$ cat config.mk
export PLATFORM = sky130hd
export DESIGN_NAME = histoTop
export DESIGN_NICKNAME = d
export VERILOG_FILES = /design/src/histoPkg.sv /design/src/histoTop.sv /design/src/ramArbiter.sv /design/src/peakFinder.sv /design/src/binAccumulator.sv /design/src/histoRam.sv
export VERILOG_INCLUDE_DIRS = /design/src
export SDC_FILE = /design/constraint.sdc
export NUM_CORES = 1
export LEC_CHECK = 0
export BUFFER_PORTS_ARGS = -buffer_cell sky130_fd_sc_hd__buf_2
export CAP_MARGIN = 20
export CELL_PAD_IN_SITES_DETAIL_PLACEMENT = 0
export CELL_PAD_IN_SITES_GLOBAL_PLACEMENT = 1
export CORE_ASPECT_RATIO = 1.25
export CORE_MARGIN = 3
export CORE_UTILIZATION = 56
export DETAILED_ROUTE_END_ITERATION = 7
export PLACE_DENSITY_LB_ADDON = 0.1
export SYNTH_ARGS = -nofsm -noshare
export SYNTH_HDL_FRONTEND = slang
export SYNTH_HIERARCHICAL = 1
export SYNTH_SLANG_ARGS = --single-unit
$ cat constraint.sdc
create_clock -name clk -period 6.15 [get_ports clk]
set_clock_uncertainty 0.15 [all_clocks]
set_input_delay 0.3075 -clock clk [delete_from_list [all_inputs] [get_ports clk]]
set_output_delay 0.3075 -clock clk [all_outputs]
set_load 0.05 [all_outputs]
$ cat src/histo_defs.svh
`ifndef HISTO_DEFS_SVH
`define HISTO_DEFS_SVH

`define SAMPLE_W   12  // photon sample word
`define BIN_ADDR_W 4   // bin index, taken from low sample bits
`define BIN_NUM    16  // one RAM word per bin
`define COUNT_W    8   // per-bin counter, saturating
`define TOTAL_W    12  // sum of all bins, never wraps

`endif
$ cat src/histoPkg.sv
`default_nettype none

`include "histo_defs.svh"

package histoPkg;

    typedef logic [`SAMPLE_W-1:0]   sampleT;   // raw sample word
    typedef logic [`BIN_ADDR_W-1:0] binAddrT;  // bin index and RAM address
    typedef logic [`COUNT_W-1:0]    countT;    // one bin's count
    typedef logic [`TOTAL_W-1:0]    totalT;    // histogram total

    // peak finder states
    typedef enum logic [1:0] {
        scanIdle,    // waiting for scanStart
        scanRead,    // read request held until granted
        scanWait,    // data back, compare and clear the bin
        scanReport   // latch results, pulse scanDone
    } scanStateT;

endpackage

`default_nettype wire

$ cat src/histoTop.sv
`timescale 1ns/1ps
`default_nettype none

module histoTop (
    input  wire                    clk,
    input  wire                    res,
    input  wire                    sampleValid,
    input  wire histoPkg::sampleT  sampleData,
    input  wire                    scanStart,
    output logic                   scanBusy,
    output logic                   scanDone,
    output histoPkg::binAddrT      peakBin,
    output histoPkg::countT        peakCount,
    output histoPkg::totalT        totalCount
);

    import histoPkg::*;

    // accumulator side
    logic    accRdEn;
    binAddrT accRdAddr;
    logic    accWrEn;
    binAddrT accWrAddr;
    countT   accWrData;

    // finder side
    logic    finRdEn;
    binAddrT finRdAddr;
    logic    finWrEn;
    binAddrT finWrAddr;
    countT   finWrData;
    logic    finGrant;

    // shared RAM ports
    logic    ramRdEn;
    binAddrT ramRdAddr;
    logic    ramWrEn;
    binAddrT ramWrAddr;
    countT   ramWrData;
    countT   ramRdData;  // read data fans out to both masters

    histoRam u_histoRam (
        .clk    (clk),
        .res    (res),
        .wrEn   (ramWrEn),
        .wrAddr (ramWrAddr),
        .wrData (ramWrData),
        .rdEn   (ramRdEn),
        .rdAddr (ramRdAddr),
        .rdData (ramRdData)
    );

    binAccumulator u_binAccumulator (
        .clk         (clk),
        .res         (res),
        .sampleValid (sampleValid),
        .sampleData  (sampleData),
        .rdEn        (accRdEn),
        .rdAddr      (accRdAddr),
        .rdData      (ramRdData),
        .wrEn        (accWrEn),
        .wrAddr      (accWrAddr),
        .wrData      (accWrData)
    );

    peakFinder u_peakFinder (
        .clk        (clk),
        .res        (res),
        .scanStart  (scanStart),
        .grant      (finGrant),
        .rdEn       (finRdEn),
        .rdAddr     (finRdAddr),
        .rdData     (ramRdData),
        .wrEn       (finWrEn),
        .wrAddr     (finWrAddr),
        .wrData     (finWrData),
        .scanBusy   (scanBusy),
        .scanDone   (scanDone),
        .peakBin    (peakBin),
        .peakCount  (peakCount),
        .totalCount (totalCount)
    );

    ramArbiter u_ramArbiter (
        .clk       (clk),
        .res       (res),
        .accRdEn   (accRdEn),
        .accRdAddr (accRdAddr),
        .accWrEn   (accWrEn),
        .accWrAddr (accWrAddr),
        .accWrData (accWrData),
        .finRdEn   (finRdEn),
        .finRdAddr (finRdAddr),
        .finWrEn   (finWrEn),
        .finWrAddr (finWrAddr),
        .finWrData (finWrData),
        .finGrant  (finGrant),
        .ramRdEn   (ramRdEn),
        .ramRdAddr (ramRdAddr),
        .ramWrEn   (ramWrEn),
        .ramWrAddr (ramWrAddr),
        .ramWrData (ramWrData)
    );

endmodule

`default_nettype wire

$ cat src/ramArbiter.sv
`timescale 1ns/1ps
`default_nettype none

module ramArbiter (
    input  wire                    clk,
    input  wire                    res,
    input  wire                    accRdEn,
    input  wire histoPkg::binAddrT accRdAddr,
    input  wire                    accWrEn,
    input  wire histoPkg::binAddrT accWrAddr,
    input  wire histoPkg::countT   accWrData,
    input  wire                    finRdEn,
    input  wire histoPkg::binAddrT finRdAddr,
    input  wire                    finWrEn,
    input  wire histoPkg::binAddrT finWrAddr,
    input  wire histoPkg::countT   finWrData,
    output logic                   finGrant,
    output logic                   ramRdEn,
    output histoPkg::binAddrT      ramRdAddr,
    output logic                   ramWrEn,
    output histoPkg::binAddrT      ramWrAddr,
    output histoPkg::countT        ramWrData
);

    logic [1:0] accTrail;  // accumulator stages behind its read

    always_ff @(posedge clk or negedge res) begin
        if (!res) begin
            accTrail <= '0;
        end else begin
            accTrail <= {accTrail[0], accRdEn};
        end
    end

    // accumulator cannot stall, finder only gets a quiet pipeline
    assign finGrant = !(accRdEn || accWrEn || (|accTrail));

    always_comb begin
        if (finGrant) begin
            ramRdEn   = finRdEn;
            ramRdAddr = finRdAddr;
            ramWrEn   = finWrEn;
            ramWrAddr = finWrAddr;
            ramWrData = finWrData;
        end else begin
            ramRdEn   = accRdEn;
            ramRdAddr = accRdAddr;
            ramWrEn   = accWrEn;
            ramWrAddr = accWrAddr;
            ramWrData = accWrData;
        end
    end

endmodule

`default_nettype wire

$ cat src/peakFinder.sv
`timescale 1ns/1ps
`default_nettype none

`include "histo_defs.svh"

module peakFinder (
    input  wire                    clk,
    input  wire                    res,
    input  wire                    scanStart,
    input  wire                    grant,
    output logic                   rdEn,
    output histoPkg::binAddrT      rdAddr,
    input  wire histoPkg::countT   rdData,
    output logic                   wrEn,
    output histoPkg::binAddrT      wrAddr,
    output histoPkg::countT        wrData,
    output logic                   scanBusy,
    output logic                   scanDone,
    output histoPkg::binAddrT      peakBin,
    output histoPkg::countT        peakCount,
    output histoPkg::totalT        totalCount
);

    import histoPkg::*;

    localparam binAddrT lastBin = binAddrT'(`BIN_NUM - 1);

    scanStateT state;
    binAddrT   binIdx;
    binAddrT   maxBin;     // running peak location
    countT     maxCount;
    totalT     runTotal;
    logic      dataFresh;  // rdData answers our granted read
    countT     heldCount;
    countT     curCount;

    assign rdEn     = (state == scanRead);
    assign rdAddr   = binIdx;
    assign wrEn     = (state == scanWait);
    assign wrAddr   = binIdx;
    assign wrData   = '0;  // bin cleared after it is read
    assign curCount = dataFresh ? rdData : heldCount;

    // rdData is only valid for one cycle, keep it while the write waits
    always_ff @(posedge clk) begin
        heldCount <= curCount;
    end

    always_ff @(posedge clk or negedge res) begin
        if (!res) begin
            state      <= scanIdle;
            binIdx     <= '0;
            maxBin     <= '0;
            maxCount   <= '0;
            runTotal   <= '0;
            dataFresh  <= 1'b0;
            scanBusy   <= 1'b0;
            scanDone   <= 1'b0;
            peakBin    <= '0;
            peakCount  <= '0;
            totalCount <= '0;
        end else begin
            scanDone  <= 1'b0;
            dataFresh <= 1'b0;
            case (state)
                scanIdle: begin
                    if (scanStart) begin
                        binIdx   <= '0;
                        maxBin   <= '0;
                        maxCount <= '0;
                        runTotal <= '0;
                        scanBusy <= 1'b1;
                        state    <= scanRead;
                    end
                end
                scanRead: begin
                    if (grant) begin
                        dataFresh <= 1'b1;  // RAM answers next cycle
                        state     <= scanWait;
                    end
                end
                scanWait: begin
                    if (grant) begin
                        if (curCount > maxCount) begin  // strict, lower bin keeps a tie
                            maxCount <= curCount;
                            maxBin   <= binIdx;
                        end
                        runTotal <= runTotal + totalT'(curCount);
                        if (binIdx == lastBin) begin
                            state <= scanReport;
                        end else begin
                            binIdx <= binIdx + 1'b1;
                            state  <= scanRead;
                        end
                    end
                end
                scanReport: begin
                    peakBin    <= maxBin;
                    peakCount  <= maxCount;
                    totalCount <= runTotal;
                    scanDone   <= 1'b1;
                    scanBusy   <= 1'b0;
                    state      <= scanIdle;
                end
                default: begin
                    state <= scanIdle;
                end
            endcase
        end
    end

endmodule

`default_nettype wire

$ cat src/binAccumulator.sv
`timescale 1ns/1ps
`default_nettype none

`include "histo_defs.svh"

module binAccumulator (
    input  wire                    clk,
    input  wire                    res,
    input  wire                    sampleValid,
    input  wire histoPkg::sampleT  sampleData,
    output logic                   rdEn,
    output histoPkg::binAddrT      rdAddr,
    input  wire histoPkg::countT   rdData,
    output logic                   wrEn,
    output histoPkg::binAddrT      wrAddr,
    output histoPkg::countT        wrData
);

    import histoPkg::*;

    localparam countT countMax = '1;

    logic    s1Valid;   // read issued
    logic    s2Valid;   // RAM data arriving
    logic    s3Valid;   // write issued
    logic    s4Valid;   // write landed last cycle
    binAddrT s1Addr;
    binAddrT s2Addr;
    binAddrT s3Addr;
    binAddrT s4Addr;
    countT   s3Count;
    countT   s4Count;
    countT   baseCount;
    countT   nextCount;

    always_ff @(posedge clk or negedge res) begin
        if (!res) begin
            s1Valid <= 1'b0;
            s2Valid <= 1'b0;
            s3Valid <= 1'b0;
            s4Valid <= 1'b0;
        end else begin
            s1Valid <= sampleValid;
            s2Valid <= s1Valid;
            s3Valid <= s2Valid;
            s4Valid <= s3Valid;
        end
    end

    always_ff @(posedge clk) begin
        s1Addr  <= sampleData[`BIN_ADDR_W-1:0];  // bin from low bits
        s2Addr  <= s1Addr;
        s3Addr  <= s2Addr;
        s3Count <= nextCount;
        s4Addr  <= s3Addr;
        s4Count <= s3Count;
    end

    // The RAM read for stage 2 went out one cycle ago. It misses the write
    // in progress now (stage 3) and the one that shared its read cycle
    // (stage 4), so those are forwarded, newest first.
    always_comb begin
        if (s3Valid && (s3Addr == s2Addr)) begin
            baseCount = s3Count;
        end else if (s4Valid && (s4Addr == s2Addr)) begin
            baseCount = s4Count;
        end else begin
            baseCount = rdData;
        end
        if (baseCount == countMax) begin
            nextCount = baseCount;  // saturate
        end else begin
            nextCount = baseCount + 1'b1;
        end
    end

    assign rdEn   = s1Valid;
    assign rdAddr = s1Addr;
    assign wrEn   = s3Valid;
    assign wrAddr = s3Addr;
    assign wrData = s3Count;

endmodule

`default_nettype wire

$ cat src/histoRam.sv
`timescale 1ns/1ps
`default_nettype none

`include "histo_defs.svh"

module histoRam (
    input  wire                    clk,
    input  wire                    res,
    input  wire                    wrEn,
    input  wire histoPkg::binAddrT wrAddr,
    input  wire histoPkg::countT   wrData,
    input  wire                    rdEn,
    input  wire histoPkg::binAddrT rdAddr,
    output histoPkg::countT        rdData
);

    import histoPkg::*;

    countT mem [`BIN_NUM];

    always_ff @(posedge clk or negedge res) begin
        if (!res) begin
            rdData <= '0;
            for (int i = 0; i < `BIN_NUM; i++) begin
                mem[i] <= '0;  // frame starts empty
            end
        end else begin
            if (rdEn) begin
                rdData <= mem[rdAddr];  // old data on same-cycle write
            end
            if (wrEn) begin
                mem[wrAddr] <= wrData;
            end
        end
    end

endmodule

`default_nettype wire

### Word level (Yosys, flattened, before mapping)

Index checks and enable logic that the tools add are counted.

* bits of input ports: 16
* logic and storage cells: 114
* register bits after elaboration: 239
* output and inout port bits: 26

* add/subtract/negate cells: 3
* bitwise logic cells: 2
* mux-type cells: 39
* eq/ne operators: 12
* order comparisons: 4
* reduce and logical (&&, ||, !) cells: 14

Operator list (count)
* bitwise mux 128 bit: 1
* two-way mux 8 bit: 11
* binary-select mux 8 bit (select 4 bit): 1
* demux 8 bit (select 4 bit): 1
* two-way mux 4 bit: 7
* two-way mux 12 bit: 2
* case mux 12 bit (2 select lines): 1
* case mux 4 bit (2 select lines): 2
* case mux 8 bit (2 select lines): 1
* adder 12 x 8 -> 12 bit: 1
* greater-or-equal comparator 5 bit, second input constant: 2
* != test 2 bit, second input constant: 5
* inverter 4 -> 5 bit: 2
* adder 8 x 1 -> 8 bit, second input constant: 1
* == test 4 bit: 2
* == test 8 bit, second input constant: 1
* greater-than comparator 8 bit: 1
* two-way mux 2 bit: 4
* case mux 2 bit (4 select lines): 1
* AND reduction 4 bit: 2
* two-way mux 1 bit: 6
* AND reduction 3 bit: 2
* less-than comparator 5 x 1 -> 1 bit, second input constant: 1
* adder 4 x 1 -> 4 bit, second input constant: 1
* other kinds (10): 15

### Logic depth before layout (Yosys ltp)

Gate-level depths: netlist (run 1).

* word-level depth: 9
* mapped depth: 10

### Hierarchy

The synthesis (run 1) kept the hierarchy.

Modules (own cells, without submodules)
* histoRam: cells each 384, sequential area each 3403.3 um^2, instances 1, area an instance 6239.7 um^2
* peakFinder: cells each 295, sequential area each 1586.5 um^2, instances 1, area an instance 3171.8 um^2
* binAccumulator: cells each 109, sequential area each 740.7 um^2, instances 1, area an instance 1243.7 um^2
* ramArbiter: cells each 24, sequential area each 50.0 um^2, instances 1, area an instance 290.3 um^2

### Worst setup path before layout (run 1)

No wires, ideal clock.

* path type: register to register
* start: register u_binAccumulator.s3Valid, in the netlist u_binAccumulator/wrEn
* end: register u_histoRam/mem[120] in the netlist's numbering
* arrival: 2.598 ns
* stages on the path, launching flop included: 8
* setup time: 0.125 ns
* path slack: 3.277 ns
* cell sequence: dfrtp_1 > nor4_4 > buf_6 > mux2_2 > buf_4 > or4_4 > buf_6 > mux2_4

* word-level cells in the longest chain between the ends: 9
* elaborated cells on any way between the ends: 12
* those cells by class: order compare: 2; mux: 6; bitwise: 1; reduce/logical: 3

RTL lines
* start, declared: line binAccumulator.sv:25 `logic s3Valid;`
* start signal, assigned: line binAccumulator.sv:45 `s3Valid <= s2Valid;`
* logical OR 1 bit (*) (2 in a row): line ramArbiter.sv:36 `assign finGrant = !(accRdEn || accWrEn || (|accTrail));`
* two-way mux 4 bit (*): line ramArbiter.sv:39 `if (finGrant) begin`
* named net ramWrAddr[0]: line histoTop.sv:38 `binAddrT ramWrAddr;`
* inverter 4 -> 5 bit (implied by the code) (*): line histoRam.sv:32 `mem[wrAddr] <= wrData;`
* greater-or-equal comparator 5 bit (implied by the code) or less-than comparator 5 x 1 -> 1 bit (tied branches): line histoRam.sv:32
* logical AND 1 bit (implied by the code): line histoRam.sv:32
* two-way mux 8 bit (implied by the code): line histoRam.sv:32
* demux 8 bit (select 4 bit) (*): line histoRam.sv:32
* bitwise mux 128 bit (*): line histoRam.sv:32
* end signal, assigned by index: line histoRam.sv:32
* end, declared: line histoRam.sv:19 `` countT mem [`BIN_NUM]; ``

The timed path passes the listed nets; every way through them passes the cells marked *.
A chain may end at the register's enable or synchronous reset.

### Final worst setup path (run 1)

* start: register u_binAccumulator.s3Valid, in the netlist u_binAccumulator/wrEn
* end: register u_histoRam/mem[92] in the netlist's numbering

The elaborated chain is that of the path after synthesis.

==> run_results.csv, run 1 <==
group,metric,value,unit
layout,fin_nets,869,
yosys,synth_flop_cell,"dfrtp_1",
sta,hold_viol,0,
critical_path,worstSetupStartpointType,"flop",
critical_path,timing.rr.end,"u_histoRam/mem[92]",
min_path,hold_path_end,"u_peakFinder/rdAddr[3]",
min_path,hold_path_class,"input pin to flop",
layout,diodes,0,
layout,final_common_cell,"dfrtp_1",
min_path,min_from,"scanStart",
placement,pre_cts_ws,2.514,ns
cts,cts_setup_buffers,0,
routing,via_per_inst,5.853,
cts,cts_resized,0,
cts,clk_latency,0.51,ns
cts,clkSinkCount,239,
critical_path,timing.rr.start,"u_binAccumulator/wrEn",
job,max-cap-violations,0,
cts,cts.clk_slew.worst_paths,0.06,ns
critical_path,path_max_fanout,13,
critical_path,crit_arrival,3.84,ns
placement,gp_congestion,0.8364,
grt,grt_max_degree,122,
routing,antenna_left,0,
sta,setup_viol_count_final,0,
sta,setup_ws,2.559,ns
power,p_leak,0.005222,uW
critical_path,crit_path_end_kind,"flop",
yosys,synth_area,10950,sq um
floorplanning,die_y,162.3,um
layout,final_cells,1114,
yosys,syn_inst,812,
floorplanning,ios,42,
floorplanning,core,18990,sq um
critical_path,path_class,"flop to flop",
sta,rsz0062_at_grt,"false",
critical_path,reg2regPathDepth,5,
layout,drive_gt1_share,35.76,%
routing,drc,0,
sta,timing.fmax,278.4,MHz
yosys,ys_warn_count,6,
placement,post-dp-hpwl,15.66,mm
layout,n_fill_cell,1443,
critical_path,worst_ep_required_time,6.40,ns
yosys,synth_edf_count,0,
grt,grt_pass1_vias,7160,
placement,portBuffers,33,
routing,routed-wl-met3,737,um
power,peakVddDrop,0.2942,mV
cts,cts_tree,"built",
critical_path,regToRegSetupSlack,2.56,ns
grt,grt_first_pass_wirelength,37.79,mm
yosys,ys_async_sr_fraction,83.26,%
sta,final.period_utilization,58.40,%
critical_path,startpoint,"u_binAccumulator/wrEn",
cts,clock-root-buffer,"clkbuf_16",
floorplanning,die_w,131.0,um
floorplanning,initial_core_util,57.64,%
grt,grt_usage,22.61,%
routing,wl_per_cell,20.86,um
floorplanning,dieArea,21270,sq um
layout,syn_to_final_growth,10.01,%
layout,mostFrequentLayoutCells,"199 x dfrtp_1, 161 x mux2_2, 48 x nand2_1, 40 x dfxtp_1, 34 x o21ai_0",
sta,worst_pin_slew,1.076,ns
yosys,syn_avg_cell_area,13.48,sq um
sta,slew_headroom,28.02,%
power,p_per_area,478.0,nW/um^2
yosys,yosysSeqAreaShare,52.81,%
routing,dr.pass1.iters,4,
power,power.total,5755,uW
routing,wl_met1,9.591,mm
placement,dpl_cell_area,11170,sq um
sta,finalCriticalPeriod,3.591,ns
run_status,status,"completed",
cts,numCtsBuffers,25,
routing,vias,6520,
yosys,ys_types,64,
sta,finalSetupTns,0,ns
layout,final_area,12040,sq um
placement,placed_cells,1062,
grt,grt_overflow,0,
floorplanning,rows,56,
routing,drt_iter0_drc,393,
min_path,holdPathStages,4,
routing,wirelength,23.24,mm
routing,wl_met2,12.32,mm
cts,clk_path_buf_depth,3,
cts,htree_levels,1,
grt,antenna_found_initial,0,
routing,top_layer,"met4",
sta,drv_slew,0,
yosys,ys_ff_latch,239,
per-layer routing:
layer  GRT usage [%]  vias up
met3           2.993       41
met1           27.81     3380
met5               0        -
li1                -     2984
met4           7.156        0
met2           40.73      115
area by class of cell:
type | count | area [sq um] | share of cell area [%]
Timing Repair Buffer | 43 | 276.5 | 2.296
Tap cell | 261 | 326.6 | 2.712
Sequential cell | 239 | 5781 | 48.01
Clock inverter | 3 | 43.79 | 0.3637
Clock buffer | 42 | 749.5 | 6.224
Multi-Input combinational cell | 508 | 4797 | 39.84
Inverter | 18 | 67.56 | 0.5611
sequential cells by signal, indices dropped and copies added (netlist names), 2 cells and up:
name                      flops
u_binAccumulator/rdAddr       4
u_binAccumulator/s2Addr       4
u_binAccumulator/s4Addr       4
u_binAccumulator/s4Count      8
u_binAccumulator/wrAddr       4
u_binAccumulator/wrData       8
u_histoRam/mem              128
u_histoRam/rdData             8
u_peakFinder/heldCount        8
u_peakFinder/maxBin           4
u_peakFinder/maxCount         8
u_peakFinder/peakBin          4
u_peakFinder/peakCount        8
u_peakFinder/rdAddr           4
u_peakFinder/runTotal        12
u_peakFinder/state            2
u_peakFinder/totalCount      12
u_ramArbiter/accTrail         2
stage by stage:
stage                     utilization [%]  hold WS (ns)
final                               63.42       0.08636
after floorplan                         -       -0.1381
after detailed placement            58.82        0.1905
after global placement              58.82        0.1860
after global routing                63.42        0.1161
after CTS                           63.31       0.07754
cells by family after synthesis:
| group | after synthesis | synth area share (%) |
|---|---|---|
| AO/OA/AOI/OAI | 99 | 6.550 |
| XOR/XNOR | 11 | 0.8802 |
| adder cells (fa/ha/maj) | 18 | 2.126 |
| buffers and inverters | 72 | 3.601 |
| flip-flops | 239 | 52.81 |
| multiplexers | 223 | 26.27 |
| other | 1 | 0.03426 |
| AND/OR/NAND/NOR | 149 | 7.728 |
worst max-delay path by stage:
stage	end	cells past startpoint
4_1_cts	u_histoRam/mem[92]	5
6_report	u_histoRam/mem[92]	5
3_5_place_dp	u_histoRam/mem[91]	5
2_1_floorplan	u_histoRam/mem[120]	7
3_3_place_gp	u_histoRam/rdData[2]	5
5_1_grt	u_histoRam/mem[82]	6
Yosys cell counts, drive strengths merged, types with 2 or more instances:
| cell | number | area [sq um] |
|---|---|---|
| nor3 | 15 | 130.1 |
| a21o | 5 | 37.54 |
| mux2i | 21 | 210.2 |
| nor2 | 28 | 120.1 |
| o211ai | 5 | 42.54 |
| and3 | 2 | 12.51 |
| nand3 | 13 | 65.06 |
| nand2 | 49 | 186.4 |
| xor2 | 6 | 52.55 |
| nand4 | 12 | 81.33 |
| a41oi | 2 | 17.52 |
| mux2 | 170 | 1944 |
| inv | 18 | 67.56 |
| clkbuf | 15 | 63.81 |
| nor4 | 2 | 42.54 |
| or2 | 4 | 25.03 |
| buf | 39 | 262.7 |
| o31ai | 3 | 22.52 |
| o21ai | 35 | 175.2 |
| a21oi | 8 | 47.55 |
| nor2b | 7 | 51.30 |
| a31oi | 10 | 105.1 |
| nand2b | 7 | 58.81 |
| ha | 17 | 212.7 |
| or3 | 3 | 18.77 |
| o22ai | 8 | 50.05 |
| a211oi | 3 | 22.52 |
| dfrtp | 199 | 4980 |
| mux4 | 32 | 720.7 |
| xnor2 | 5 | 43.79 |
| dfxtp | 40 | 800.8 |
| o2111ai | 3 | 26.28 |
| a22o | 4 | 35.03 |
| nand3b | 2 | 15.01 |
| a221oi | 8 | 70.07 |
| and2 | 3 | 18.77 |
worst max-delay path, cell delays in order, from the launching register on:
cell and delay, ns:
dfrtp_1 0.47, nor4_4 0.75, buf_4 0.35, mux2_2 0.53
nor3_2 0.80, mux2_2 0.42
what timing repair did:
action | in CTS | in global routing
hold buffers | 6 | 0
setup endpoints to repair | 0 | 0
endpoints found under the hold margin | 125 | 0
power by group:
group | total [uW] | switching, uW | internal (uW)
clock | 1460 | 596 | 867
sequential | 2510 | 332 | 2180
combinational | 1780 | 955 | 826
total | 5760 | 1880 | 3870
No activity file was read; power rests on OpenSTA's default activity.
==> inputs of run 2 (changes only) <==
Settings changed: CORE_UTILIZATION 56 to 52.
Clock period 6.15 ns to 3.4 ns, I/O delays scaled along.
==> run 2 against run 1 <==
Effect of this change: core utilization is 3.9 points lower; setup slack got worse by 2.2 ns; sequential power grew 79%; clock-buffer cell count down 4.
==> run_results.csv, run 2 (synthesized netlist as in run 1, its figures left out) <==
group,metric,value,unit
sta,finalCriticalPeriod,3.081,ns
layout,fin_nets,881,
layout,top_regs,"u_histoRam/mem x128, u_peakFinder/runTotal x12, u_peakFinder/totalCount x12",
floorplanning,core,20390,sq um
placement,gp_congestion,0.8603,
power,peakVddDrop,0.5683,mV
sta,hold_viol,0,
sta,drv_slew,0,
layout,largest_register_ffs,128,
cts,htree_levels,1,
critical_path,worstPathCellList,"nor4_4 > buf_4 > mux2_2 > nand2b_4 > or3_1 > mux2_2",
routing,drt_iter0_drc,342,
cts,numCtsBuffers,25,
grt,grt_pass1_vias,6909,
floorplanning,die_y,168.2,um
power,p_sw,3390,uW
layout,final_util,59.49,%
layout,final_cells,1134,
critical_path,path_max_fanout,17,
cts,cts.clk_slew.worst_paths,0.06,ns
critical_path,worst_ep_required_time,3.65,ns
routing,vias,6572,
layout,final_area,12130,sq um
power,power_frac_clock,24.8,%
grt,antenna_found_initial,0,
sta,slew_headroom,34.12,%
floorplanning,dieArea,22840,sq um
routing,wl_per_cell,20.15,um
layout,regMostFlops,"u_histoRam/mem",
power,p_leak,0.005283,uW
grt,grt_usage,20.70,%
critical_path,crit_arrival,3.33,ns
grt,grt_max_degree,85,
routing,drc,0,
power,pwr-share-comb,31.7,%
placement,placed_cells,1083,
placement,dpl_cell_area,11280,sq um
sta,setup_viol_count_final,0,
run_status,status,"completed",
floorplanning,initial_core_util,53.68,%
sta,finalSetupTns,0,ns
cts,clock-root-buffer,"clkbuf_16",
critical_path,worstSetupStartpointType,"flop",
cts,clk_latency,0.52,ns
critical_path,crit_slowest_cell,"or3_1",
routing,wirelength,22.85,mm
sta,final.period_utilization,90.61,%
critical_path,crit_top_cell,"mux2_2",
floorplanning,ios,42,
floorplanning,rows,58,
placement,portBuffers,33,
critical_path,path_class,"flop to flop",
power,power.internal,6956,uW
power,p_sw_share,32.77,%
routing,dr.pass1.iters,5,
layout,drive_gt1_share,37.04,%
grt,grt_overflow,0,
cts,cts_setup_buffers,0,
routing,antenna_left,0,
layout,syn_to_final_growth,10.83,%
cts,cts_tree,"built",
min_path,hold_path_class,"input pin to async pin",
cts,clk_path_buf_depth,3,
power,p_per_area,852.9,nW/um^2
floorplanning,die_w,135.8,um
cts,clkSinkCount,239,
sta,worst_pin_slew,0.9859,ns
placement,post-dp-hpwl,15.76,mm
job,max-cap-violations,0,
critical_path,crit_path_end_kind,"flop",
layout,final_common_cell,"dfrtp_1",
layout,mostFrequentLayoutCells,"199 x dfrtp_1, 161 x mux2_2, 48 x nand2_1, 40 x dfxtp_1, 34 x o21ai_0",
sta,rsz0062_at_grt,"false",
routing,via_per_inst,5.795,
critical_path,slowest_delay,0.55,ns
grt,grt_first_pass_wirelength,37.38,mm
layout,diodes,0,
sta,timing.fmax,324.6,MHz
power,p_seq_share,43.5,%
==> run 2: cell count changes in the layout (fill, tap and decap cells not counted) <==
cell / before / now
bufinv_16: 1 / 0
clkinv_2: 1 / 5
clkbuf_1: 11 / 6
buf_4: 3 / 14
dlygate4sd3_1: 6 / 7
clkbuf_8: 7 / 8
==> run 2: per-layer routing <==
metal	vias to the layer above	global-route usage, %	share of wire (%)
met5	-	0	0
met4	0	6.664	2.9
met3	38	2.451	3.0
met2	112	36.31	52
met1	3405	26.77	42
li1	3017	-	-
==> run 2: stage by stage <==
stage / worst slack (ns) / hold WS [ns] / power (uW)
global placement: 0.3388 / 0.06482 / 7645
floorplan: 0.5267 / -0.2756 / 6934
global route: 0.2045 / 0.1327 / 10960
detailed placement: 0.3130 / 0.08933 / 7850
finish: 0.3194 / 0.09305 / 10350
CTS: 0.3144 / 0.1170 / 10470
==> run 2: power groups by stage <==
stage	Combinational, uW	Sequential, uW	Clock [uW]
6_report	3280	4500	2560
5_1_grt	3550	4640	2760
4_1_cts	3310	4510	2650
3_5_place_dp	3300	4550	0
3_3_place_gp	3180	4460	0
2_1_floorplan	2170	4770	0
==> run 2: worst paths after layout <==
path | start | cells past startpoint | slack (ns) | endpoint
max | u_binAccumulator/wrEn | 6 | 0.32 | u_histoRam/mem[59]
min | res | 2 | 0.09 | u_peakFinder/totalCount[10]
max reg2reg | u_binAccumulator/wrEn | 6 | 0.32 | u_histoRam/mem[59]
min reg2reg | u_binAccumulator/s2Valid | 0 | 0.21 | u_binAccumulator/wrEn
max in group asynchronous | res | 3 | 2.04 | u_histoRam/mem[78]
min in group clk | sampleData[0] | 2 | 0.15 | u_binAccumulator/rdAddr[0]
==> run 2: repair_timing <==
item,4_1_cts,5_1_grt
gates resized for setup,0,0
hold endpoints to repair,83,0
hold buffers,7,0
==> run 2: critical path: cells and delay by family, from the launching register on <==
family / cells / cell delay [ns]
and+or+nand+nor: 3 / 1.16
DFF: 1 / 0.45
muxes: 2 / 0.85
buffers and inverters: 1 / 0.34
==> run 2: cell type report <==
type / count / area [sq um]
Multi-Input combinational cell: 508 / 4797
Clock buffer: 38 / 744.5
Sequential cell: 239 / 5781
Clock inverter: 6 / 33.78
Inverter: 18 / 67.56
Fill cell: 1597 / 8262
Timing Repair Buffer: 55 / 369.1
Tap cell: 270 / 337.8
==> inputs of run 3 (changes only) <==
Settings changed: ABC_AREA set to 1, CORE_ASPECT_RATIO 1.25 to not set, CORE_UTILIZATION 52 to 47.
==> run 3 against run 2 <==
Effect of this change: synthesized area rose by 4.3%; global-route usage rose by 1.4 points; combinational power fell by 7.9%; flip-flop and latch count did not move; first-iteration DRC count rose by 94%; register-to-register slack improved by 0.25 ns; critical endpoint is now u_peakFinder/runTotal[10]; largest cell class unchanged.
==> run_results.csv, run 3 <==
group,metric,value,unit
yosys,synth_area_leaders,"dfrtp_1 44%, nand2_1 16%, dfxtp_1 7.0%, nand3_1 7.0%, o21ai_0 4.1%",
min_path,hold_path_class,"input pin to flop",
floorplanning,die_y,161.9,um
yosys,synth_compound_area_share,8.425,%
layout,diodes,0,
sta,timing.fmax,353.5,MHz
floorplanning,initial_core_util,48.22,%
routing,dr.pass1.iters,5,
yosys,synthAdderAreaFrac,2.038,%
yosys,syn_avg_cell_area,8.026,sq um
sta,finalSetupTns,0,ns
cts,clkSinkCount,239,
yosys,yosys.area_share.xor_xnor,0.4492,%
critical_path,timing.rr.end,"u_peakFinder/runTotal[10]",
grt,grt_usage,22.12,%
floorplanning,core,23680,sq um
yosys,synthSimpleGateAreaFrac,31.47,%
yosys,ys_ff_latch,239,
layout,syn_to_final_growth,10.50,%
power,power.total,9919,uW
routing,antenna_left,0,
cts,clk_path_buf_depth,3,
layout,regMostFlops,"u_histoRam/mem",
sta,finalCriticalPeriod,2.829,ns
run_status,status,"completed",
cts,htree_levels,1,
sta,hold_ws,0.1329,ns
power,peakVddDrop,0.4387,mV
layout,fin_nets,1475,
cts,cts_tree,"built",
placement,post-dp-hpwl,18.67,mm
layout,largest_register_ffs,128,
routing,via_per_inst,5.002,
yosys,yosysMostFrequentCell,"nand2_1",
sta,final.period_utilization,83.20,%
grt,grt_max_degree,105,
placement,gp_congestion,0.8134,
yosys,ys_warn_count,6,
sta,worst_pin_slew,0.8828,ns
cts,clk_latency,0.54,ns
yosys,synth_top_family_by_area,"simple AND/OR/NAND/NOR gates",
sta,rsz0062_at_grt,"false",
floorplanning,die_w,161.9,um
critical_path,crit_path_end_kind,"flop",
layout,final_common_cell,"nand2_1",
yosys,ys_types,42,
floorplanning,rows,56,
min_path,hold_path_end,"u_binAccumulator/rdAddr[1]",
min_path,holdPathStages,2,
sta,slew_headroom,41.14,%
yosys,synth_commonest_cells,"479 x nand2_1, 199 x dfrtp_1, 160 x nand3_1, 94 x nor2_1, 93 x o21ai_0",
layout,top_regs,"u_histoRam/mem x128, u_peakFinder/runTotal x12, u_peakFinder/totalCount x12",
critical_path,crit_arrival,3.10,ns
critical_path,reg2regPathDepth,12,
yosys,synth_edf_count,0,
critical_path,regToRegSetupSlack,0.57,ns
cts,cts.clk_slew.worst_paths,0.07,ns
floorplanning,dieArea,26210,sq um
routing,vias,8898,
layout,mostFrequentLayoutCells,"478 x nand2_1, 199 x dfrtp_1, 160 x nand3_1, 94 x nor2_1, 93 x o21ai_0",
cts,numCtsBuffers,26,
yosys,synth_area,11420,sq um
sta,drv_slew,0,
routing,wl_per_cell,15.81,um
yosys,ys_async_sr_fraction,83.26,%
sta,setup_viol_count_final,0,
power,p_leak,0.006323,uW
min_path,min_from,"sampleData[1]",
grt,antenna_found_initial,0,
grt,grt_overflow,0,
job,max-cap-violations,0,
yosys,syn_inst,1423,
cts,clock-root-buffer,"clkbuf_16",
yosys,synth_flop_cell,"dfrtp_1",
routing,drc,0,
placement,portBuffers,33,
power,p_per_area,786.0,nW/um^2
grt,grt_first_pass_wirelength,46.91,mm
yosys,synthMuxAreaShare,0,%
grt,grt_pass1_vias,8623,
layout,drive_gt1_share,11.16,%
floorplanning,ios,42,
critical_path,worstSetupStartpointType,"flop",
sta,hold_viol,0,
yosys,synth_top_area_share,43.60,%
yosys,synth_top_area_cell,"dfrtp_1",
yosys,yosysSeqAreaShare,50.61,%
critical_path,path_class,"flop to flop",
critical_path,timing.rr.start,"u_peakFinder/dataFresh",
routing,drt_iter0_drc,663,
routing,wirelength,28.13,mm
critical_path,worst_ep_required_time,3.67,ns
critical_path,path_max_fanout,9,
-- run 3: cell types whose count changed in the layout (fill, tap and decap cells not counted), moves of 59 or more --
cell | before | now
nor2_1 | 22 | 94
mux2_2 | 161 | 0
nand2_1 | 48 | 478
nand3_1 | 13 | 160
o21ai_0 | 34 | 93
inv_1 | 18 | 78
a21oi_1 | 6 | 86
-- run 3: kinds of logic (layout without fill, tap and decap cells) --
group,count (synthesis),after routing
and+or+nand+nor,806,806
DFF,239,239
AOI/OAI and AO/OA,189,189
buffers and inverters,165,195
adders and majority gates,18,18
xor gates and xnor gates,5,5
other,1,8
-- run 3: repair_timing --
action                                  CTS  global route
hold buffers                              7             0
resized for setup                         0             0
endpoints found under the hold margin   110             0
endpoints found under the setup margin    0             0
setup buffers                             0             0
-- run 3: metal layers --
layer / global-route usage [%] / vias up / wire length (um)
met5: 0 / - / 0
met4: 5.196 / 0 / 689
met3: 2.729 / 40 / 822
met2: 36.45 / 111 / 13310
met1: 31.45 / 4140 / 13310
li1: - / 4607 / -
-- run 3: report_power, final --
part,internal (uW),switching [uW],total (uW)
registers,3710,500,4210
logic,945,2070,3020
clock network,1510,1190,2690
-- run 3: per-stage QoR --
stage	instance area [sq um]	utilization, %	worst slack, ns	instances
global placement	11740	49.55	0.6215	1725
CTS	12620	53.29	0.5631	1779
floorplan	11450	-	0.9523	1430
finish	12620	53.29	0.5712	1779
global route	12620	53.29	0.2946	1779
detailed placement	11740	49.55	0.5499	1725
-- run 3: critical path, stage by stage, from the launching register on --
cell and delay [ns]:
dfrtp_1 0.50, inv_1 0.19, or2_2 0.31, o21ai_0 0.15
inv_1 0.12, ha_1 0.22, fa_1 0.41, nand3_1 0.09
nand2_1 0.10, nand3_1 0.08, nand3_1 0.14, a21oi_1 0.19
nor2_1 0.06
-- run 3: how the worst max path moves through the flow --
stage | from | endpoint | slack, ns | cells after the start
2_1_floorplan | u_peakFinder/dataFresh | u_peakFinder/runTotal[10] | 0.95 | 13
3_3_place_gp | u_peakFinder/dataFresh | u_peakFinder/runTotal[10] | 0.62 | 12
3_5_place_dp | u_peakFinder/dataFresh | u_peakFinder/runTotal[10] | 0.55 | 12
4_1_cts | u_peakFinder/dataFresh | u_peakFinder/runTotal[10] | 0.56 | 12
5_1_grt | u_peakFinder/dataFresh | u_peakFinder/runTotal[10] | 0.29 | 12
6_report | u_peakFinder/dataFresh | u_peakFinder/runTotal[10] | 0.57 | 12
-- run 3: area by class of cell --
| type | count | area (sq um) |
|---|---|---|
| sequential | 239 | 5781 |
| timing repair buffer | 59 | 411.6 |
| clock inverter | 13 | 93.84 |
| clock buffer | 34 | 720.7 |
| fill | 2365 | 11060 |
| tap | 319 | 399.1 |
| multi-input combinational | 1026 | 4873 |
| inverter | 89 | 340.3 |
